## config.mk

```make
export PLATFORM = sky130hd
export DESIGN_NAME = req_pipe
export DESIGN_NICKNAME = d
export VERILOG_FILES = /design/src/hdl/mpf_pkg.sv /design/src/hdl/req_pipe.sv
export SDC_FILE = /design/constraint.sdc
export NUM_CORES = 1
export LEC_CHECK = 0
export ABC_CLOCK_PERIOD_IN_PS = 6920
export BUFFER_PORTS_ARGS = -buffer_cell sky130_fd_sc_hd__buf_2
export CORE_ASPECT_RATIO = 1.2
export CORE_MARGIN = 1
export CORE_UTILIZATION = 36
export DETAILED_ROUTE_END_ITERATION = 6
export PLACE_DENSITY = 0.62
export SLEW_MARGIN = 30
export SYNTH_ARGS = -nofsm -noshare
export SYNTH_HDL_FRONTEND = slang
export SYNTH_SLANG_ARGS = --single-unit
```

## constraint.sdc

```tcl
create_clock -name clk -period 6.92 [get_ports clk]
set_clock_uncertainty 0.1 [all_clocks]
set_input_delay 1.038 -clock clk [delete_from_list [all_inputs] [get_ports clk]]
set_output_delay 1.038 -clock clk [all_outputs]
set_load 0.01 [all_outputs]
```

## src/hdl/mpf_pkg.sv

```systemverilog
/*
 * Memory-request shim write path: shared sizes and the line word
 * that carries either write data or a write-heap index
 */
package mpf_pkg;

    // Cache-line address and data widths
    localparam int ADDR_W = 16;
    localparam int DATA_W = 64;

    // Encoded packet length: 0, 1 or 3 for 1, 2 or 4 beats
    localparam int CL_LEN_W = 2;
    localparam int MAX_BEATS = 4;

    // Write heap, one entry per packet of up to MAX_BEATS lines
    localparam int HEAP_ENTRIES = 16;
    localparam int HEAP_IDX_W = 4;

    // Middle pipeline sizing
    localparam int PIPE_DEPTH = 8;
    localparam int ALM_FULL_THRESHOLD = 2;

    // The heap keeps room for the almost-full window plus one whole packet,
    // since almost-full is never raised in the middle of a packet
    localparam int MIN_FREE_SLOTS = ALM_FULL_THRESHOLD + MAX_BEATS + 1;

    // Index view of a line word. Only the low bits are meaningful
    typedef struct packed {
        logic [DATA_W-HEAP_IDX_W-1:0] pad;
        logic [HEAP_IDX_W-1:0]        heap_idx;
    } t_idx_word;

    // A line word is either a full line of data or a heap reference
    typedef union packed {
        logic [DATA_W-1:0] line;
        t_idx_word         idx;
    } t_line_word;

endpackage

```

## src/hdl/req_pipe.sv

```systemverilog
/*
 * Middle pipeline: circular FIFO of control flits with an almost-full
 * level raised a few slots before it fills
 */
`timescale 1ns/1ps

module req_pipe
(
    input  logic                            clk,
    input  logic                            reset,
    input  logic                            enq,
    input  logic [mpf_pkg::CL_LEN_W-1:0]    enq_cl_len,
    input  logic [mpf_pkg::ADDR_W-1:0]      enq_addr,
    input  mpf_pkg::t_line_word             enq_word,
    output logic                            almost_full,
    output logic                            head_valid,
    output logic [mpf_pkg::CL_LEN_W-1:0]    head_cl_len,
    output logic [mpf_pkg::ADDR_W-1:0]      head_addr,
    output mpf_pkg::t_line_word             head_word,
    input  logic                            deq
);

    localparam int PTR_W = $clog2(mpf_pkg::PIPE_DEPTH);

    // Flit storage. Start of packet is implied for every entry
    logic [mpf_pkg::CL_LEN_W-1:0] cl_len_mem [mpf_pkg::PIPE_DEPTH];
    logic [mpf_pkg::ADDR_W-1:0]   addr_mem   [mpf_pkg::PIPE_DEPTH];
    mpf_pkg::t_line_word          word_mem   [mpf_pkg::PIPE_DEPTH];

    logic [PTR_W-1:0] wr_ptr;
    logic [PTR_W-1:0] rd_ptr;
    logic [PTR_W:0]   count;

    assign head_valid = (count != '0);
    assign head_cl_len = cl_len_mem[rd_ptr];
    assign head_addr = addr_mem[rd_ptr];
    assign head_word = word_mem[rd_ptr];

    // High with ALM_FULL_THRESHOLD or fewer slots left
    assign almost_full = (count >= mpf_pkg::PIPE_DEPTH - mpf_pkg::ALM_FULL_THRESHOLD);

    always_ff @(posedge clk)
    begin
        if (enq)
        begin
            cl_len_mem[wr_ptr] <= enq_cl_len;
            addr_mem[wr_ptr] <= enq_addr;
            word_mem[wr_ptr] <= enq_word;
        end
    end

    always_ff @(posedge clk)
    begin
        if (reset)
        begin
            wr_ptr <= '0;
            rd_ptr <= '0;
            count <= '0;
        end
        else
        begin
            if (enq)
                wr_ptr <= wr_ptr + 1'b1;
            if (deq)
                rd_ptr <= rd_ptr + 1'b1;

            if (enq && !deq)
                count <= count + 1'b1;
            else if (deq && !enq)
                count <= count - 1'b1;
        end
    end

endmodule

```

==> summary.md <==
| Metric | Value |
|---|---|
| Pwr dens | ~300 nW/um^2 |
| Most frequent cell after synthesis | edfxtp_1 |
| Syn Area/Cell | roughly 26 sq um |
| Core ar. | 71200 sq um |
| Overflow after GRT | 0 |
| Final wirelength | 51200 microns |
| Synth area leaders | edfxtp_1 (76%), mux4_1 (14%), mux2_2 (3.6%), mux4_2 (2.3%), clkbuf_8 (1.0%) |
| Leading area contributor after synthesis | edfxtp_1 |
| Placed Area | 27700 sq um |
| Synth top area share | 75.9% |
| Routed vias/inst | 5.02 |
| Gate power share | around 7.5% |
| Initial Utilization | around 36% |
| Seq/Total Area, Yosys | about three quarters |
| Gr usage total | 14.1% |
| Final #Nets | about 1.3k |
| Die footprint | around 73000 sq um |
| Critical path arrival | 3.38 ns |
| RSZ-0062 raised after global routing | no |
| Synth Cell Area | 26000 sq um |
| First-pass GRT wire length | roughly 75000 microns |
| Max Cap Violations | 0 |
| GP Congestion | between 0.6 and 0.7 |
| Final worst path period need | ~4.5 ns |
| Syn Inst Count | around 1.0k |
| Die Y | about 300 microns |
| Violated checks | design-rule violations |
| Final Hold Fails | 0 |
| Clock power share | a little over two fifths |
| Ys flop type | edfxtp_1 |
| Critical path buffers and inverters | 2 |
| Fin Hold WS | 0.428 ns |
| Clock root buffer | clkbuf_16 |
| Post-synth EDFFs | between 600 and 700 |
| Setup TNS | 0 ns |
| # IOs | between 150 and 200 |
| Slew @ Worst Pin | 0.927 ns |
| Yosys cell types | 26 |
| CTS Hold Bufs | 0 |
| Crit-path cells | buf_12 -> mux4_1 -> mux2_2 -> buf_2 |
| Cell family with most CP delay | multiplexers |
| DP HPWL | ~27000 microns |
| Initial DRC Count | about 630 |
| Clk buf depth | 3 |
| Worst Setup Start Kind | flop |
| Pin count of the biggest net entering global routing | between 90 and 100 |
| CTS buffer count | slightly above 70 |
| Setup crit end kind | output pin |
| CP max FO | 94 |
| Critical Path Slowest Stage Cell | dfxtp_4 |
| Sequential share of power | roughly half |
| Clock sinks | 669 |
| CTS tree | built |
| Drt drc | 5 |
| FF+latch count, synth | between 600 and 700 |
| Max_slew headroom | roughly two fifths |
| WS Path Type | flop to output pin |
| DR vias | around 11k |
| Net Sw Frac | 21.6% |
| Number of post-CTS setup repair buffers | 0 |
| Ys async rst share | 0% |
| Initial antenna violation count | 9 |
| Final Max Tran Viols | 0 |
| Worst-Skew Late Latency | 0.60 ns |
| Final period util | between 60 and 70% |
| Site row count | around 110 |
| FMAX | 0.221 GHz |
| Top cells by count, synth | edfxtp_1 (656), mux4_1 (138), mux2_2 (83), mux4_2 (26), buf_6 (20) |
| Final Cell Area | around 30000 sq um |
| Die X | approximately 250 microns |
| Leak | between 9 and 10 nW |
| I/O Buffers | around 170 |
| Share of cells above drive strength 1 | between 30 and 40% |
| Max incr delay on CP | 0.86 ns |
| VDD IR-drop max | 258 uV |
| Clock Pin Slew Worst Setup and Hold Paths | approximately 0.06 ns |
| Psw | between 1.5 and 2 mW |
| Cell-internal power | approximately 7 mW |
| H-tree Lvls | 3 |
| Synth warnings | 0 |
| Post-CTS sizing | 0 |
| Outcome | finished, violations left |
| Layout area overhead | 16.0% |
| Vias in the first global route | 11.9k |
| Mapped Nets | between 1k and 1.5k |
| Routed WL per cell | between 20 and 25 microns |
| 1st-pass router iterations | 7 |
| Tightest Hold Check Type | flop to flop |
| Worst EP required | ~5.8 ns |
| ANT nets after route | 0 |
| Final Setup Violations | 0 |
## cell families (layout without fill, tap and decap cells)
family	Yosys count	count (layout)	synth area share, %
DFF	669	669	76.9
muxes	250	250	19.9
AOI/OAI and AO/OA	5	5	0.121
xor gates and xnor gates	6	6	0.202
buffers and inverters	49	327	2.04
and+or+nand+nor	31	31	0.516
adders and majority gates	6	6	0.318
other	0	2	0
## cell type report
cell class / count / area, sq um
Antenna cell: 2 / 5.00
Clock buffer: 85 / 1870
Clock inverter: 47 / 493
Fill cell: 6135 / 41100
Inverter: 2 / 7.51
Multi-Input combinational cell: 298 / 5540
Sequential cell: 669 / 20000
Tap cell: 926 / 1160
Timing Repair Buffer: 193 / 1070
## metal layers
layer  wire length, microns  vias to the layer above  global-route usage (%)  share of wire [%]
met2                  25600                      244                    24.0                 50
met3                   2430                       76                    2.86                4.8
met5                     40                        -                       0              0.078
met4                   1210                        6                    5.25                2.4
met1                  21900                     5890                    17.6                 43
li1                       -                     4936                       -                  -
## per-stage QoR
stage / setup WS (ns) / instances / utilization, % / power [mW]
5_1_grt: 2.23 / 2222 / 42.3 / 9.41
3_5_place_dp: 3.01 / 2088 / 39.0 / 5.40
2_1_floorplan: 1.71 / 1016 / - / 5.15
4_1_cts: 2.35 / 2220 / 42.3 / 9.21
3_3_place_gp: 3.02 / 2086 / 38.9 / 5.38
6_report: 2.40 / 2222 / 42.3 / 9.08
## worst register-to-register path, cell delays in order (launching register included)
cell and delay, ns:
dfxtp_1 0.54, nand2b_1 0.23, nor2_4 0.14, buf_4 0.67
## final timing paths
path | from | end | slack, ns | cells after the start
worst max-delay path | flop | head_word[58] | 2.40 | 4
worst min-delay path | rd_ptr[1] | flop | 0.43 | 2
worst max register to register | wr_ptr[1] | word_mem[6][42] | 4.82 | 3
worst min register to register | rd_ptr[1] | flop | 0.43 | 2
## cells in the final DEF, fill, tap and decap left out, drive strengths merged, types with 2 or more instances in the layout
cell / Yosys / layout
buf: 24 / 193
mux2i: 3 / 3
clkinv: 0 / 29
xnor2: 3 / 3
inv: 2 / 7
edfxtp: 656 / 656
nor3: 2 / 2
mux4: 164 / 164
mux2: 83 / 83
ha: 5 / 5
xor2: 3 / 3
a21oi: 2 / 2
bufinv: 0 / 7
nand2: 4 / 4
dfxtp: 13 / 13
clkinvlp: 0 / 6
diode: 0 / 2
nor2: 19 / 19
clkbuf: 23 / 85
nand2b: 3 / 3
## state kept, by name (all words and copies together) (netlist names), named ones only
register / count
wr_ptr: 3
rd_ptr: 3
count: 4
word_mem: 512
cl_len_mem: 16
addr_mem: 128
## power by group through the flow
stage | Combinational, mW | Clock, mW | Sequential, mW
2_1_floorplan | 0.471 | 0 | 4.67
3_3_place_gp | 0.684 | 0 | 4.69
3_5_place_dp | 0.697 | 0 | 4.70
4_1_cts | 0.701 | 3.90 | 4.61
5_1_grt | 0.739 | 4.05 | 4.62
6_report | 0.681 | 3.79 | 4.61
No activity file was read; power rests on OpenSTA's default activity.
