File: src/hdl/mpf_pkg.sv
/*
 * Memory-request shim write path: shared sizes and the line word
 * that carries either write data or a write-heap index
 */
package mpf_pkg;

    // Cache-line address and data widths
    localparam int ADDR_W = 16;
    localparam int DATA_W = 64;

    // Encoded packet length: 0, 1 or 3 for 1, 2 or 4 beats
    localparam int CL_LEN_W = 2;
    localparam int MAX_BEATS = 4;

    // Write heap, one entry per packet of up to MAX_BEATS lines
    localparam int HEAP_ENTRIES = 16;
    localparam int HEAP_IDX_W = 4;

    // Middle pipeline sizing
    localparam int PIPE_DEPTH = 8;
    localparam int ALM_FULL_THRESHOLD = 2;

    // The heap keeps room for the almost-full window plus one whole packet,
    // since almost-full is never raised in the middle of a packet
    localparam int MIN_FREE_SLOTS = ALM_FULL_THRESHOLD + MAX_BEATS + 1;

    // Index view of a line word. Only the low bits are meaningful
    typedef struct packed {
        logic [DATA_W-HEAP_IDX_W-1:0] pad;
        logic [HEAP_IDX_W-1:0]        heap_idx;
    } t_idx_word;

    // A line word is either a full line of data or a heap reference
    typedef union packed {
        logic [DATA_W-1:0] line;
        t_idx_word         idx;
    } t_line_word;

endpackage

File: src/hdl/wr_heap_ctrl.sv
/*
 * Write-heap allocator: hands out entry indices from a circular free
 * list and takes them back as packets leave toward the host
 */
`timescale 1ns/1ps

module wr_heap_ctrl
(
    input  logic                            clk,
    input  logic                            reset,
    input  logic                            alloc,
    output logic                            not_full,
    output logic [mpf_pkg::HEAP_IDX_W-1:0]  alloc_idx,
    input  logic                            free,
    input  logic [mpf_pkg::HEAP_IDX_W-1:0]  free_idx
);

    // Circular list of free indices with head and tail pointers
    logic [mpf_pkg::HEAP_IDX_W-1:0] free_list [mpf_pkg::HEAP_ENTRIES];
    logic [mpf_pkg::HEAP_IDX_W-1:0] head_ptr;
    logic [mpf_pkg::HEAP_IDX_W-1:0] tail_ptr;
    logic [mpf_pkg::HEAP_IDX_W:0]   free_cnt;
    logic [mpf_pkg::HEAP_IDX_W:0]   free_cnt_next;

    // The next index to hand out is always at the head
    assign alloc_idx = free_list[head_ptr];

    always_comb
    begin
        free_cnt_next = free_cnt;
        if (alloc && !free)
            free_cnt_next = free_cnt - 1'b1;
        else if (free && !alloc)
            free_cnt_next = free_cnt + 1'b1;
    end

    always_ff @(posedge clk)
    begin
        if (reset)
        begin
            // Every entry starts out free, in index order
            for (int i = 0; i < mpf_pkg::HEAP_ENTRIES; i++)
                free_list[i] <= mpf_pkg::HEAP_IDX_W'(i);
            head_ptr <= '0;
            tail_ptr <= '0;
            free_cnt <= (mpf_pkg::HEAP_IDX_W+1)'(mpf_pkg::HEAP_ENTRIES);
            not_full <= 1'b0;
        end
        else
        begin
            if (alloc)
                head_ptr <= head_ptr + 1'b1;

            // A returned index goes behind all the others still free
            if (free)
            begin
                free_list[tail_ptr] <= free_idx;
                tail_ptr <= tail_ptr + 1'b1;
            end

            free_cnt <= free_cnt_next;
            not_full <= (free_cnt_next > mpf_pkg::MIN_FREE_SLOTS);
        end
    end

endmodule

File: config.mk
export PLATFORM = sky130hd
export DESIGN_NAME = wr_heap_ctrl
export DESIGN_NICKNAME = d
export VERILOG_FILES = /design/src/hdl/mpf_pkg.sv /design/src/hdl/wr_heap_ctrl.sv
export SDC_FILE = /design/constraint.sdc
export NUM_CORES = 1
export LEC_CHECK = 0
export BUFFER_PORTS_ARGS = -buffer_cell sky130_fd_sc_hd__buf_2
export CAP_MARGIN = 20
export CORE_UTILIZATION = 46
export DETAILED_ROUTE_END_ITERATION = 10
export SLEW_MARGIN = 10
export SYNTH_ARGS = -nofsm -noshare
export SYNTH_HDL_FRONTEND = slang
export SYNTH_SLANG_ARGS = --single-unit
File: constraint.sdc
create_clock -name clk -period 2.05 [get_ports clk]
set_input_delay 0.3075 -clock clk [delete_from_list [all_inputs] [get_ports clk]]
set_output_delay 0.3075 -clock clk [all_outputs]
set_load 0.1 [all_outputs]
==> run metrics, run 1 <==
dpl cell area=4040 um2; initial antenna violation count=0; CTS tree=built; Initial Utilization=48.6%; Final Setup Violations=4; Die Area=8700 um2; TNS Setup=-0.527 ns; Vias/cell=5.52; worst clock skew=0.0104 ns; gr usage total=21.1%; Die Height=93.3 um; Final GP Congestion=0.728; setup ws final=-0.146 ns; total CTS buffers=9; Antenna Diode Count=0; Data arrival, critical path=1.89 ns; commonest non-fill, non-tap cell in the layout=edfxtp_1; actual slew at the worst max-slew pin=0.595 ns; Slew HR=60.3%; violated checks=setup timing; Final ANT Viol Nets=0; clock period minus final worst setup slack=2.20 ns; largest net degree at the start of global routing=27; Root Buffer=clkbuf_8; number of global-route vias before repair=2380; share of layout cells above drive strength 1=25.1%; CP endpoint kind=output port; Startpoint Class=flop; FFs w/ async S/R, synth=0%; HP Class=input pin to flop; Iter 0 DRT Violations=120; drc violations=0; Worst Path Required=1.74 ns; max-slew violations=0; buffers from clock root to sink, at most=2; Ports=13; cells after synthesis=300; final hold vios=0; Design Area, Final=4340 um2; commonest non-fill, non-tap cells in the layout=64 x edfxtp_1, 33 x nand2_1, 30 x nor2_1; dpl hpwl=5.57 mm; vias=2347; Fillers=657; Row Count=32; Synth Area per Inst=12.8 um2; YS warnings=0; synthesized area=3830 um2; WL per Instance=18.8 um; H-tree levels=3; PD cells=808 nW/um2; port bufs=12; Post-CTS Hold Buffers=0; final net count=335; Clock Pin Slew Worst Setup and Hold Paths=0.09 ns; Fmax=455 MHz; leak pwr=1.43 nW; post-synthesis cell type count=34; Cell Count, Final, Fillers Out=425; max cap viols=0; GRT overflow=0; Tot Pwr=3.51 mW; Cells after DPL=406; Synth Flop Type=edfxtp_1; drt first pass iters=4; Final Cycle Share=107%; Worst Path Class, Setup=flop to output port; RSZ-0062 raised after global routing=true; Area growth syn-to-layout=13.2%; Seq/Total Area, Yosys=59.5%; post-layout util=55.0%; crit path max fanout=6; EDFF count, synth=64; hold slack final=0.240 ns; clock latency on the worst-skew pair=0.35 ns; status=finished, violations left; worst vdd ir=0.358 mV; Num Clock Sinks=82; syn_nets=317; Core ar.=7890 um2; post-synthesis register bit count=82; Horiz. Die Dim=93.3 um; pre-CTS setup slack=-0.0104 ns; DRT Wirelength=8.01 mm; first-pass GRT wire length=13.2 mm
-- cells by family after synthesis --
logic type / Yosys count / share of synthesized area [%]
and+or+nand+nor: 143 / 18.3
AOI/OAI and AO/OA: 13 / 2.48
adders and majority gates: 9 / 2.94
DFF: 82 / 59.5
muxes: 18 / 11.3
buffers and inverters: 26 / 3.33
xor gates and xnor gates: 9 / 2.06
-- synthesized netlist by cell type, drive strengths merged (3+ instances only) --
cell,count,area [um2]
nand2b,13,81.3
nand3,9,45.0
or2,11,68.8
dfxtp,18,360
buf,9,63.8
ha,9,113
inv,10,37.5
nor2,31,119
mux4,16,413
nor2b,7,43.8
and2,6,37.5
nand2,35,131
clkbuf,7,26.3
nand4,7,43.8
nor3,19,95.1
a22oi,5,37.5
xor2,6,52.6
edfxtp,64,1920
xnor2,3,26.3
-- state kept, by name, summed over array words and instances, names as in the netlist, named ones only --
| register | count |
|---|---|
| head_ptr | 4 |
| free_list | 64 |
| not_full | 1 |
| tail_ptr | 4 |
| free_cnt | 3 |
-- cell type report --
type | instances | area, um2 | area share (%)
clock buffers | 9 | 124 | 2.85
repair buffers | 23 | 273 | 6.29
inverters | 10 | 37.5 | 0.865
multi-input cells | 192 | 1440 | 33.2
flip-flops and latches | 82 | 2290 | 52.7
well taps | 102 | 128 | 2.94
clock inverters | 7 | 52.6 | 1.21
-- final timing paths --
check / startpoint / end / slack (ns) / depth (start not counted)
worst max-delay path: flop / alloc_idx[0] / -0.15 / 6
worst min register to register: free_cnt[4]$_SDFF_PP1_ / free_cnt[4]$_SDFF_PP1_ / 0.49 / 2
worst min-delay path: free_idx[1] / free_list[1][1]$_SDFFCE_PN0P_ / 0.24 / 2
worst max register to register: tail_ptr[0]$_SDFFE_PP0P_ / free_list[14][0]$_SDFFCE_PN0P_ / 0.33 / 5
-- report_power, final --
part / switching, mW / leakage, nW / internal [mW]
Clock: 0.610 / 0.0904 / 0.450
Sequential: 0.0398 / 0.697 / 1.84
Combinational: 0.327 / 0.644 / 0.238
-- layer usage --
layer	global-route usage (%)	wire length (um)
met5	0	0
met4	7.82	180
met3	5.69	361
met2	34.4	3890
met1	27.0	3580
-- critical path: stages (launching register included) --
cell	delay, ns
dfxtp_4	0.39
buf_12	0.14
buf_12	0.11
mux4_2	0.51
nand3_2	0.10
nand3_2	0.10
buf_12	0.18
-- what timing repair did --
action	CTS	global route
resized for setup	38	4
gates cloned	1	0
buffers inserted	2	0
setup endpoints to repair	4	4
pin swaps	8	3
hold endpoints to repair	0	0
(Power assumes the default switching activity.)
==> run 2: changes to the inputs <==
- GPL_ROUTABILITY_DRIVEN: unset -> 1
- SKIP_CTS_REPAIR_TIMING: unset -> 1
==> run metrics, run 2 (synthesis results as in run 1) <==
status=finished, violations left; violated checks=setup timing; final hold vios=0 (unchanged); CTS tree=built; dpl cell area=4040 um2 (unchanged); crit path max fanout=7 (+1); clock latency on the worst-skew pair=0.36 ns (about the same); Final Cycle Share=108% (+0.52 points); share of layout cells above drive strength 1=23.5% (-1.6 points); buffers from clock root to sink, at most=2 (unchanged); clock period minus final worst setup slack=2.21 ns (+0.0106 ns); Vias/cell=5.44 (-1.6%); post-layout util=54.8% (-0.19 points); Clock Pin Slew Worst Setup and Hold Paths=0.10 ns (about the same); max cap viols=0 (unchanged); WL per Instance=18.4 um (-2.4%); Data arrival, critical path=1.90 ns (about the same); Area growth syn-to-layout=12.8%; gr usage total=20.1% (-1.0 points); Antenna Diode Count=0 (unchanged); Final ANT Viol Nets=0 (unchanged); PD cells=809 nW/um2 (+0.13%); final net count=336 (+0.30%); Tot Pwr=3.50 mW (-0.22%); commonest non-fill, non-tap cell in the layout=edfxtp_1; CP endpoint kind=output port; Startpoint Class=flop; setup ws final=-0.157 ns (-0.0106 ns); actual slew at the worst max-slew pin=0.586 ns (-0.00935 ns); worst clock skew=0.0129 ns (+0.00255 ns); Worst Path Required=1.74 ns (about the same); Slowest cell on crit path=mux4_2; first-pass GRT wire length=12.6 mm (-4.4%); Slew HR=60.9% (+0.62 points); Switching Fraction=27.8% (-0.047 points); combinational power share=15.9% (-0.2 points); vias=2316 (-1.3%); number of global-route vias before repair=2364 (-0.67%); commonest non-fill, non-tap cells in the layout=64 x edfxtp_1, 35 x nand2_1, 30 x nor2_1; Design Area, Final=4320 um2 (-0.35%); port bufs=12 (unchanged); Psw=974 uW (-0.39%); GRT overflow=0 (unchanged); total CTS buffers=9 (unchanged); Final GP Congestion=0.728 (unchanged); crit-path max cell delay=0.51 ns (about the same); worst vdd ir=0.357 mV (-0.38%); pre-CTS setup slack=-0.0104 ns (unchanged); Ports=13 (unchanged); Fmax=453 MHz (-0.48%); Row Count=32 (unchanged); initial antenna violation count=0 (unchanged); Largest register FFs=64 (unchanged); Largest regs=free_list (64), head_ptr (4), tail_ptr (4); H-tree levels=3 (unchanged); Core ar.=7890 um2 (unchanged); DRT Wirelength=7.83 mm (-2.2%); sequential share of power=53.7% (about the same); drt first pass iters=4 (unchanged); Horiz. Die Dim=93.3 um (unchanged); clock network power share=30.4% (about the same); Iter 0 DRT Violations=140 (+17%); drc violations=0 (unchanged); Initial Utilization=48.6% (unchanged); Die Height=93.3 um (unchanged); HP Class=input pin to flop; RSZ-0062 raised after global routing=true; Reg with most FFs=free_list; Worst Path Class, Setup=flop to output port; worst path cell trace=clkbuf_16, mux4_2, a22oi_2, nand3_2, buf_12; max-slew violations=0 (unchanged); Root Buffer=clkbuf_8; leak pwr=1.44 nW (+0.54%); largest net degree at the start of global routing=27 (unchanged); Pint=2.52 mW (-0.15%); Num Clock Sinks=82 (unchanged); Die Area=8700 um2 (unchanged); Final Setup Violations=4 (unchanged); dpl hpwl=5.57 mm (unchanged)
==> run 2: changes by cell type in the layout (fill, tap and decap cells not counted), moves of 2 or more <==
cell and change:
nand3_2 -2, buf_4 +2, mux4_1 +2, mux4_2 -2
nand2_2 -2, nand2_1 +2, nand3_1 +2
==> run 2: stage by stage <==
stage                     hold WS, ns  setup TNS [ns]  instances
after floorplan                 0.458               0        300
after global placement          0.473               0        406
after detailed placement        0.473         -0.0104        406
after CTS                       0.231           -1.37        422
after global routing            0.258          -0.747        426
final                           0.237          -0.498        426
==> run 2: worst max-delay path: cells and delay by family (launching register included) <==
kind / cells / cell delay, ns
muxes: 1 / 0.51
DFF: 1 / 0.38
buffers and inverters: 2 / 0.34
AOI/OAI and AO/OA: 1 / 0.20
and+or+nand+nor: 1 / 0.12
==> run 2: per-layer routing <==
| metal | GRT usage (%) | vias to the layer above | wire [um] | share of wire (%) |
|---|---|---|---|---|
| met5 | 0 | - | 0 | 0 |
| met4 | 7.56 | 0 | 98 | 1.3 |
| met3 | 4.72 | 10 | 212 | 2.7 |
| met2 | 34.4 | 34 | 3890 | 50 |
| met1 | 24.5 | 1150 | 3630 | 46 |
| li1 | - | 1122 | - | - |
==> run 2: power by group through the flow <==
stage / Clock (mW) / Combinational, mW / Sequential, mW
after floorplan: 0 / 0.356 / 1.92
after global placement: 0 / 0.463 / 1.91
after detailed placement: 0 / 0.470 / 1.91
after CTS: 1.07 / 0.471 / 1.88
after global routing: 1.13 / 0.598 / 1.89
final: 1.06 / 0.558 / 1.88
==> run 2: layout make-up <==
| cell class | count | area [um2] |
|---|---|---|
| Fill cell | 660 | 3560 |
| Inverter | 10 | 37.5 |
| Multi-Input combinational cell | 192 | 1430 |
| Tap cell | 102 | 128 |
| Sequential cell | 82 | 2290 |
| Timing Repair Buffer | 24 | 265 |
| Clock inverter | 7 | 52.6 |
| Clock buffer | 9 | 124 |
==> run 2: path summary, 6_finish.rpt <==
kind,startpoint,to,slack (ns),cells past startpoint
max,flop,alloc_idx[0],-0.16,5
min,free_idx[1],free_list[1][1]$_SDFFCE_PN0P_,0.24,2
max reg2reg,tail_ptr[0]$_SDFFE_PP0P_,free_list[14][0]$_SDFFCE_PN0P_,0.34,5
min reg2reg,free_cnt[4]$_SDFF_PP1_,free_cnt[4]$_SDFF_PP1_,0.49,2
