$ cat config.mk
export PLATFORM = sky130hd
export DESIGN_NAME = edge_afu
export DESIGN_NICKNAME = d
export VERILOG_FILES = /design/src/hdl/mpf_pkg.sv /design/src/hdl/edge_afu.sv /design/src/hdl/wr_beat_tracker.sv
export SDC_FILE = /design/constraint.sdc
export NUM_CORES = 1
export LEC_CHECK = 0
export ABC_AREA = 1
export BUFFER_PORTS_ARGS = -buffer_cell sky130_fd_sc_hd__buf_2
export CAP_MARGIN = 20
export CORE_AREA = 3 3 96 98
export DETAILED_ROUTE_END_ITERATION = 8
export DIE_AREA = 0 0 99 101
export GPL_TIMING_DRIVEN = 0
export PLACE_DENSITY = 0.73
export SYNTH_ARGS = -nofsm -noshare
export SYNTH_HDL_FRONTEND = slang
export SYNTH_SLANG_ARGS = --single-unit
$ cat constraint.sdc
create_clock -name clk -period 1.68 [get_ports clk]
set_input_delay 0.084 -clock clk [delete_from_list [all_inputs] [get_ports clk]]
set_output_delay 0.084 -clock clk [all_outputs]
set_load 0.05 [all_outputs]
$ cat src/hdl/mpf_pkg.sv
/*
 * Memory-request shim write path: shared sizes and the line word
 * that carries either write data or a write-heap index
 */
package mpf_pkg;

    // Cache-line address and data widths
    localparam int ADDR_W = 16;
    localparam int DATA_W = 64;

    // Encoded packet length: 0, 1 or 3 for 1, 2 or 4 beats
    localparam int CL_LEN_W = 2;
    localparam int MAX_BEATS = 4;

    // Write heap, one entry per packet of up to MAX_BEATS lines
    localparam int HEAP_ENTRIES = 16;
    localparam int HEAP_IDX_W = 4;

    // Middle pipeline sizing
    localparam int PIPE_DEPTH = 8;
    localparam int ALM_FULL_THRESHOLD = 2;

    // The heap keeps room for the almost-full window plus one whole packet,
    // since almost-full is never raised in the middle of a packet
    localparam int MIN_FREE_SLOTS = ALM_FULL_THRESHOLD + MAX_BEATS + 1;

    // Index view of a line word. Only the low bits are meaningful
    typedef struct packed {
        logic [DATA_W-HEAP_IDX_W-1:0] pad;
        logic [HEAP_IDX_W-1:0]        heap_idx;
    } t_idx_word;

    // A line word is either a full line of data or a heap reference
    typedef union packed {
        logic [DATA_W-1:0] line;
        t_idx_word         idx;
    } t_line_word;

endpackage

$ cat src/hdl/edge_afu.sv
/*
 * Accelerator-side edge: parks every write beat in the heap, forwards one
 * control flit per packet and registers almost-full toward the accelerator
 */
`timescale 1ns/1ps

module edge_afu
(
    input  logic                            clk,
    input  logic                            reset,
    input  logic                            c1_valid,
    input  logic                            c1_sop,
    input  logic [mpf_pkg::CL_LEN_W-1:0]    c1_cl_len,
    input  logic [mpf_pkg::ADDR_W-1:0]      c1_addr,
    input  logic [mpf_pkg::DATA_W-1:0]      c1_data,
    output logic                            c1_almost_full,
    output logic                            heap_wen,
    output logic [mpf_pkg::HEAP_IDX_W-1:0]  heap_widx,
    output logic [mpf_pkg::CL_LEN_W-1:0]    heap_wbeat,
    output logic [mpf_pkg::DATA_W-1:0]      heap_wdata,
    output logic                            alloc,
    input  logic [mpf_pkg::HEAP_IDX_W-1:0]  alloc_idx,
    input  logic                            not_full,
    output logic                            enq,
    output logic                            enq_sop,
    output logic [mpf_pkg::CL_LEN_W-1:0]    enq_cl_len,
    output logic [mpf_pkg::ADDR_W-1:0]      enq_addr,
    output mpf_pkg::t_line_word             enq_word,
    input  logic                            pipe_almost_full,
    output logic                            format_error
);

    logic                         eop;
    logic                         packet_active;
    logic [mpf_pkg::CL_LEN_W-1:0] beat_num;
    logic                         in_packet;
    logic                         wr_almost_full;
    logic                         sticky_full;

    wr_beat_tracker tracker0
    (
        .clk           (clk),
        .reset         (reset),
        .c1_valid      (c1_valid),
        .c1_sop        (c1_sop),
        .c1_cl_len     (c1_cl_len),
        .c1_addr       (c1_addr),
        .eop           (eop),
        .packet_active (packet_active),
        .beat_num      (beat_num),
        .format_error  (format_error)
    );

    // ============================================================
    // Heap write and control flit
    // ============================================================

    // Every beat lands in the packet's entry, slot chosen by beat number
    assign heap_wen = c1_valid;
    assign heap_widx = alloc_idx;
    assign heap_wbeat = beat_num;
    assign heap_wdata = c1_data;

    // The entry is claimed once the packet's data is fully stored
    assign alloc = eop;

    // One flit per packet, sent with the last beat
    assign enq = eop;
    assign enq_sop = 1'b1;
    assign enq_cl_len = c1_cl_len;

    // Xor with the length rewinds the last beat's address to the start
    assign enq_addr = {c1_addr[mpf_pkg::ADDR_W-1:mpf_pkg::CL_LEN_W],
                       c1_addr[mpf_pkg::CL_LEN_W-1:0] ^ c1_cl_len};

    // The data is gone from the flit and the heap index rides in its place
    always_comb
    begin
        enq_word = '0;
        enq_word.idx.heap_idx = alloc_idx;
    end

    // ============================================================
    // Almost-full toward the accelerator
    // ============================================================

    // A packet stays open after this cycle unless this beat closes it
    assign in_packet = (packet_active || c1_valid) && !eop;
    assign wr_almost_full = pipe_almost_full || !not_full;

    always_ff @(posedge clk)
    begin
        if (reset)
        begin
            c1_almost_full <= 1'b1;
            sticky_full <= 1'b0;
        end
        else
        begin
            // Raised between packets only, so an open packet can always drain
            c1_almost_full <= wr_almost_full && (!in_packet || sticky_full);

            // Remembers that almost-full was seen with no packet open
            if (!wr_almost_full)
                sticky_full <= 1'b0;
            else if (!in_packet)
                sticky_full <= 1'b1;
        end
    end

endmodule

$ cat src/hdl/wr_beat_tracker.sv
/*
 * Multi-beat write tracker: numbers the beats of each packet, marks the
 * last one and latches a sticky error on any malformed beat sequence
 */
`timescale 1ns/1ps

module wr_beat_tracker
(
    input  logic                          clk,
    input  logic                          reset,
    input  logic                          c1_valid,
    input  logic                          c1_sop,
    input  logic [mpf_pkg::CL_LEN_W-1:0]  c1_cl_len,
    input  logic [mpf_pkg::ADDR_W-1:0]    c1_addr,
    output logic                          eop,
    output logic                          packet_active,
    output logic [mpf_pkg::CL_LEN_W-1:0]  beat_num,
    output logic                          format_error
);

    logic [mpf_pkg::ADDR_W-1:0]   prev_addr;
    logic [mpf_pkg::CL_LEN_W-1:0] prev_cl_len;
    logic                         beat_bad;

    // The beat whose number matches the encoded length closes the packet
    assign eop = c1_valid && (beat_num == c1_cl_len);

    // ============================================================
    // Beat-format checks
    // ============================================================
    always_comb
    begin
        beat_bad = 1'b0;

        // Start flag only and always on the first beat
        if (c1_sop == packet_active)
            beat_bad = 1'b1;

        // Start address must be naturally aligned to the length
        if (c1_sop && ((c1_addr[mpf_pkg::CL_LEN_W-1:0] & c1_cl_len) != '0))
            beat_bad = 1'b1;

        // Three-beat packets do not exist
        if (c1_cl_len == 2'd2)
            beat_bad = 1'b1;

        // Later beats keep the length and step the address by one line
        if (packet_active && (c1_cl_len != prev_cl_len))
            beat_bad = 1'b1;
        if (packet_active && (c1_addr != prev_addr + 1'b1))
            beat_bad = 1'b1;
    end

    always_ff @(posedge clk)
    begin
        if (reset)
        begin
            packet_active <= 1'b0;
            beat_num <= '0;
            format_error <= 1'b0;
        end
        else if (c1_valid)
        begin
            packet_active <= !eop;
            beat_num <= eop ? '0 : beat_num + 1'b1;
            format_error <= format_error || beat_bad;
        end
    end

    // Previous beat, only compared while a packet is open
    always_ff @(posedge clk)
    begin
        if (c1_valid)
        begin
            prev_addr <= c1_addr;
            prev_cl_len <= c1_cl_len;
        end
    end

endmodule

==> results of run 1 <==
-- cells in the mapped netlist, types with 2 or more instances --
library cell | number | area share, %
nand4_1 | 4 | 0.93
nor2_1 | 24 | 3.4
conb_1 | 2 | 0.28
a211oi_1 | 2 | 0.56
nor3_1 | 2 | 0.37
nand3_1 | 16 | 3.0
buf_4 | 151 | 42
edfxtp_1 | 18 | 20
nand2_2 | 2 | 0.47
dfxtp_1 | 6 | 4.5
o21bai_1 | 4 | 1.1
xnor2_1 | 8 | 2.6
nand2_1 | 59 | 8.3
inv_2 | 2 | 0.28
a21oi_1 | 2 | 0.37
inv_1 | 29 | 4.1
ha_1 | 3 | 1.4
xor2_1 | 6 | 2.0
nor2_4 | 3 | 1.3
-- worst reg2reg max path, delay by kind of cell (launching register included) --
family                 cells  cell delay (ps)
and+or+nand+nor           11              820
AOI/OAI and AO/OA          1               50
DFF                        1              440
buffers and inverters      2              300
-- kinds of logic after synthesis --
kind of cell / after synthesis
and+or+nand+nor: 115
xor gates and xnor gates: 14
AOI/OAI and AO/OA: 12
buffers and inverters: 182
DFF: 24
other: 2
adders and majority gates: 3
-- state kept, by name, summed over array words and instances (netlist names) --
signal and flops:
tracker0.format_error 1, tracker0.beat_num 2, sticky_full 1, tracker0.prev_cl_len 2, tracker0.prev_addr 16, c1_almost_full 1
tracker0.packet_active 1
-- area by class of cell --
| type | count | area (um2) |
|---|---|---|
| tap | 108 | 135 |
| multi-input combinational | 205 | 1070 |
| inverter | 31 | 119 |
| timing repair buffer | 130 | 679 |
| sequential | 24 | 663 |
| clock buffer | 4 | 66.3 |
| fill | 822 | 4690 |
| buffer | 151 | 1130 |
-- stage by stage --
step	power, W	utilization [%]	setup slack (ps)
floorplan	0.00196	-	62.1
global placement	0.00216	42.5	-108
detailed placement	0.00218	42.5	-160
CTS	0.00267	44.3	1.73
global route	0.00281	45.2	-167
finish	0.00269	45.2	-34.1
-- routing by layer --
metal	vias to the layer above	wire, um	GRT usage, %
li1	1267	-	-
met5	-	0	0
met1	1037	2520	13.2
met2	118	4070	24.3
met4	0	61	2.63
met3	7	662	2.63
-- timing repair --
| action | in CTS | in global routing |
|---|---|---|
| endpoints found under the setup margin | 1 | 1 |
| pin swaps | 3 | 8 |
| buffers inserted | 8 | 2 |
| gates resized for setup | 7 | 15 |
-- path summary, 6_finish.rpt --
path	start	endpoint	slack, ps	cells past startpoint
setup reg to reg	tracker0.prev_addr[1]	tracker0.format_error	-30	14
setup / recovery	tracker0.prev_addr[1]	tracker0.format_error	-30	14
hold reg to reg	tracker0.format_error	tracker0.format_error	490	2
hold / removal	reset	tracker0.format_error	9	2
-- report_power, final --
| group | switching (W) | internal [W] | total, W | leakage [nW] |
|---|---|---|---|---|
| Clock | 0.000202 | 0.000259 | 0.000462 | 0.0339 |
| Sequential | 0.0000414 | 0.000691 | 0.000732 | 0.227 |
| Combinational | 0.00105 | 0.000453 | 0.00150 | 2.01 |
| Total | 0.00129 | 0.00140 | 0.00269 | 2.27 |
==> key figures, run 1 <==
Synthesis
  • YS warnings: 0
  • Area fraction in compound gates after synthesis: under 10%
  • Seq/Total Area, Yosys: approximately 25%
  • Commonest register cell after synthesis: edfxtp_1
  • Synth Area in Adders: 1.40%
  • Synth Register Bits: 24
  • Post-Syn Area: between 0.002 and 0.003 mm2
  • Post-synth EDFFs: 18
  • Post-synthesis mux area share: 0%
  • Simple-Gate Fraction of Synth Area: around a fifth
  • Netlist cell types: 28
  • Syn Area/Cell: about 7.6 um2
  • Syn Inst Count: roughly 350
  • Combinational family with the most area after synthesis: buffers and inverters
  • Asr flop ratio synth: 0%
  • Post-Synth XOR/XNOR Area: 4.58%

Routing
  • Total wire length: approximately 7.3 mm
  • DR vias: 2429
  • Antenna Nets Post-Route: 0
  • Drt wl/cell: 11.2 um
  • Vias per cell: 3.72
  • 1st-iter DRT viols: 49
  • Residual DRC: 0
  • First-pass DRT Iterations: 6

Layout
  • Final Non-Filler Cells: approximately 650
  • Most common cell after layout, fill and taps aside: buf_4
  • Commonest non-fill, non-tap cells in the layout: buf_4 (160), buf_2 (120), conb_1 (61)
  • Syn-to-layout area delta: 44.4%
  • Final Cell Area: approximately 0.0039 mm2
  • Layout Nets: 641
  • Layout cells sized above 1: between 50% and 60%
  • Diodes inserted: 0

STA
  • Final hold violation count: 0
  • Tightest Pin Transition: approximately 550 ps
  • RSZ-0062 raised after global routing: true
  • Rel. slew slack: 63.5%
  • Clock skew: roughly 1.9 ps
  • Setup slack after layout: -34.1 ps
  • Fmax: between 500 and 600 MHz
  • Setup TNS Final: -34.1 ps
  • Post-route clock period utilization: 102%
  • Min cycle time layout: 1710 ps
  • Final setup fails: 1
  • Fin. max-slew vios: 0
  • Hold WS: between 8 and 9 ps

Floorplan
  • Core area: around 0.0086 mm2
  • Rows: 34
  • # IOs: 250
  • Die span in x: about 100 um
  • Initial core utilization: between 30% and 40%
  • Die ar.: between 0.009 and 0.01 mm2
  • Die height: 101 um

GRT
  • Largest net degree at the start of global routing: 25
  • First-pass GRT wire length: around 10 mm
  • Initial antenna violation count: 0
  • Grt ovf: 0
  • Vias in the first global route: around 2.1k
  • Total GRT Usage: 12.3%

Pwr
  • VDD IR-drop max: between 0.6 and 0.7 mV
  • Power Dens Cells: 697 mW/mm2
  • Leak Pwr: around 2.3 nW

Worst setup path
  • Req. time, crit path: approximately 1900 ps
  • Crit end category: flip-flop
  • Slowest stage cell, crit path: edfxtp_1
  • CP startpoint kind: flip-flop
  • Slowest stage delay, CP: between 400 and 500 ps
  • CP Class: reg -> reg
  • Buf/Inv on CP: 2
  • Arrival time worst endpoint: about 1900 ps
  • Crit-path leading delay family: simple AND/OR/NAND/NOR gates
  • Cell mode on critical path: nand2_1
  • Crit-path max FO: 5
  • Crit path cell chain: buf_4, nand2_2, nor2_4, buf_4, nand3_1, nand3_1, nand2_1, nand3_1, nor2_2, nand3_2, nand2_1, nand2_1, nand2_1, a21oi_2

Clock network
  • Num Clock Sinks: 24
  • Clk Latency, worst-skew pair: ~270 ps
  • Hold-fix buffers, CTS: 0
  • Clk buf depth: 2
  • CTS tree: yes
  • H-tree depth: 1
  • CTS clock-pin slew for the worst setup and hold paths: about 90 ps
  • Num CTS Buffers: 3
  • Clk root buf: clkbuf_8

Place
  • DP Cell Count: 639
  • Placed cell area: approximately 0.0036 mm2
  • PortBufs: 120
  • RePlAce Congestion: ~0.85
  • Detailed Place HPWL: between 6 and 7 mm

Worst hold path
  • Worst hold path class: in -> reg

Job
  • Max Cap Viol: 0

Run status
  • Failing checks: negative setup slack
  • Outcome: complete, but fails checks
Note: power is estimated with default switching activity, not from simulation.
==> inputs of run 2 (changes only) <==
- PLACE_DENSITY: 0.73 -> 0.74
- SYNTH_HIERARCHICAL: unset -> 1
==> run 2 against run 1 <==
Net effect:
- the flow now finishes without violations
- first-iteration DRC count down 24%
- final cell count up 4.6%
- worst setup slack better by 42 ps
- maximum frequency up 2.5%
- critical path type unchanged
- largest cell class unchanged
==> key figures, run 2 <==
Routing
  • DR vias: roughly 2.6k
  • Residual DRC: 0
  • 1st-iter DRT viols: 37
  • Vias per cell: between 3 and 4
  • Antenna Nets Post-Route: 0
  • First-pass DRT Iterations: 4
  • Total wire length: 7.25 mm
  • Drt wl/cell: around 11 um

Synthesis
  • Asr flop ratio synth: 0%
  • Syn Inst Count: 388
  • Seq/Total Area, Yosys: between 20% and 30%
  • Most instantiated cells after synthesis: buf_4 (151), nand2_1 (90), inv_1 (43)
  • Count leader, synth: buf_4
  • Synth area leader: buf_4
  • Commonest register cell after synthesis: edfxtp_1
  • Syn Area/Cell: between 7 and 8 um2
  • Post-Syn Area: roughly 0.0028 mm2
  • Post-synth EDFFs: 18
  • Synth area leaders: buf_4 (41%), edfxtp_1 (20%), nand2_1 (12%)
  • Synth Register Bits: 24
  • Post-synth top area share: between 40% and 50%
  • Netlist cell types: 22
  • YS warnings: 6

Worst setup path
  • Req. time, crit path: about 1900 ps
  • Crit end category: flip-flop
  • CP startpoint kind: flip-flop
  • Crit-path max FO: 6
  • CP Class: reg -> reg
  • Arrival time worst endpoint: 1850 ps

Floorplan
  • Core area: approximately 0.0086 mm2
  • Initial core utilization: between 30 and 40%
  • Die ar.: around 0.010 mm2
  • # IOs: 250
  • Die span in x: about 99 um
  • Die height: between 100 and 150 um
  • Rows: 34

STA
  • Fmax: between 500 and 600 MHz
  • Tightest Pin Transition: 526 ps
  • Final hold violation count: 0
  • Min cycle time layout: 1670 ps
  • Post-route clock period utilization: approximately 100%
  • RSZ-0062 raised after global routing: true
  • Rel. slew slack: between 60% and 70%
  • Setup TNS Final: 0 ps
  • Fin. max-slew vios: 0
  • Final setup fails: 0
  • Clock skew: 1.85 ps

Place
  • Placed cell area: ~0.0037 mm2
  • DP Cell Count: between 600 and 700
  • Detailed Place HPWL: 6.39 mm
  • PortBufs: 120
  • RePlAce Congestion: approximately 0.84

GRT
  • First-pass GRT wire length: a little over 10 mm
  • Largest net degree at the start of global routing: 24
  • Total GRT Usage: 12.6%
  • Vias in the first global route: around 2.3k
  • Met3 Use GR: between 2 and 2.5%
  • GRT met1 Usage: between 10% and 20%
  • Met2 Track Usage GR: 24.9%
  • Initial antenna violation count: 0
  • Grt ovf: 0
  • Busiest grt layer: met2

Layout
  • Biggest regs: tracker0/prev_addr (16), tracker0/beat_num (2), tracker0/prev_cl_len (2)
  • Final cell utilization of the core: between 40 and 50%
  • Syn-to-layout area delta: 38.5%
  • Most common cell after layout, fill and taps aside: buf_4
  • Most flop-heavy register: tracker0/prev_addr
  • Commonest non-fill, non-tap cells in the layout: buf_4 (154), buf_2 (120), nand2_1 (88)
  • Layout cells sized above 1: roughly half
  • Final Cell Area: around 0.0038 mm2
  • Diodes inserted: 0
  • Largest register FFs: 16
  • Final Non-Filler Cells: approximately 700
  • Layout Nets: ~670

Clock network
  • CTS tree: yes
  • CTS clock-pin slew for the worst setup and hold paths: about 90 ps
  • H-tree depth: 1
  • Clk buf depth: 2
  • Num Clock Sinks: 24
  • Clk Latency, worst-skew pair: about 270 ps
  • Num CTS Buffers: 3
  • Clk root buf: clkbuf_8

Worst hold path
  • Worst hold path class: in -> reg

Job
  • Max Cap Viol: 0

Pwr
  • Total Power: around 0.0026 W
  • Power Dens Cells: 676 mW/mm2
  • VDD IR-drop max: between 0.4 and 0.5 mV
  • Leak Pwr: roughly 2.3 nW

Run status
  • Outcome: finished, final reports clean
-- run 2: kinds of logic (layout without fill, tap and decap cells) --
| family | count (synthesis) | in the layout | synth area share [%] |
|---|---|---|---|
| other | 2 | 61 | 0.271 |
| DFF | 24 | 24 | 23.8 |
| buffers and inverters | 194 | 322 | 46.7 |
| and+or+nand+nor | 141 | 141 | 22.0 |
| AOI/OAI and AO/OA | 15 | 15 | 3.25 |
| xor gates and xnor gates | 11 | 11 | 3.48 |
| adders and majority gates | 1 | 1 | 0.451 |
-- run 2: power breakdown --
part           internal (W)  switching, W
Combinational      0.000443       0.00105
Clock              0.000170      0.000197
Sequential         0.000691     0.0000450
-- run 2: layout make-up --
type	instances	area [um2]
plain buffers	151	1130
inverters	43	161
well taps	108	135
fillers	841	4710
repair buffers	124	633
multi-input cells	229	1070
flip-flops and latches	24	661
clock buffers	4	45.0
-- run 2: path summary, 6_finish.rpt --
| check | slack, ps | endpoint | cells after the start | from |
|---|---|---|---|---|
| hold / removal | 20 | tracker0/prev_addr[2] | 1 | c1_addr[2] |
| hold reg to reg | 460 | tracker0/format_error | 2 | tracker0/format_error |
| setup / recovery | 8 | tracker0/format_error | 12 | tracker0/prev_addr[1] |
| setup reg to reg | 8 | tracker0/format_error | 12 | tracker0/prev_addr[1] |
-- run 2: what timing repair did --
item	in CTS	in global routing
setup endpoints to repair	1	1
gates cloned	0	0
endpoints found under the hold margin	1	0
buffers inserted	3	0
resized for setup	5	1
pin swaps	6	2
hold buffers	1	0
-- run 2: worst max-delay path, cell delays in order (launching register included) --
cell      delay [ps]
edfxtp_1         410
ha_4             170
nand2_4           60
nor2_4           180
nand2_2          120
o21bai_1         150
nand2_1           60
nor2_1            80
nand2_1           60
nor2_2           110
nand2_1           70
nand2_2           70
a21oi_2           50
-- run 2: metrics by stage --
| step | hold slack, ps | setup slack [ps] |
|---|---|---|
| finish | 24.3 | 8.31 |
| global route | 27.2 | -126 |
| CTS | 23.1 | -20.5 |
| detailed placement | 287 | -110 |
| global placement | 277 | -55.8 |
| floorplan | 146 | 69.3 |
-- run 2: metal layers --
layer | vias to the layer above | routed length (um)
met1 | 1121 | 2600
li1 | 1351 | -
met3 | 7 | 647
met4 | 0 | 72
met2 | 116 | 3930
met5 | - | 0
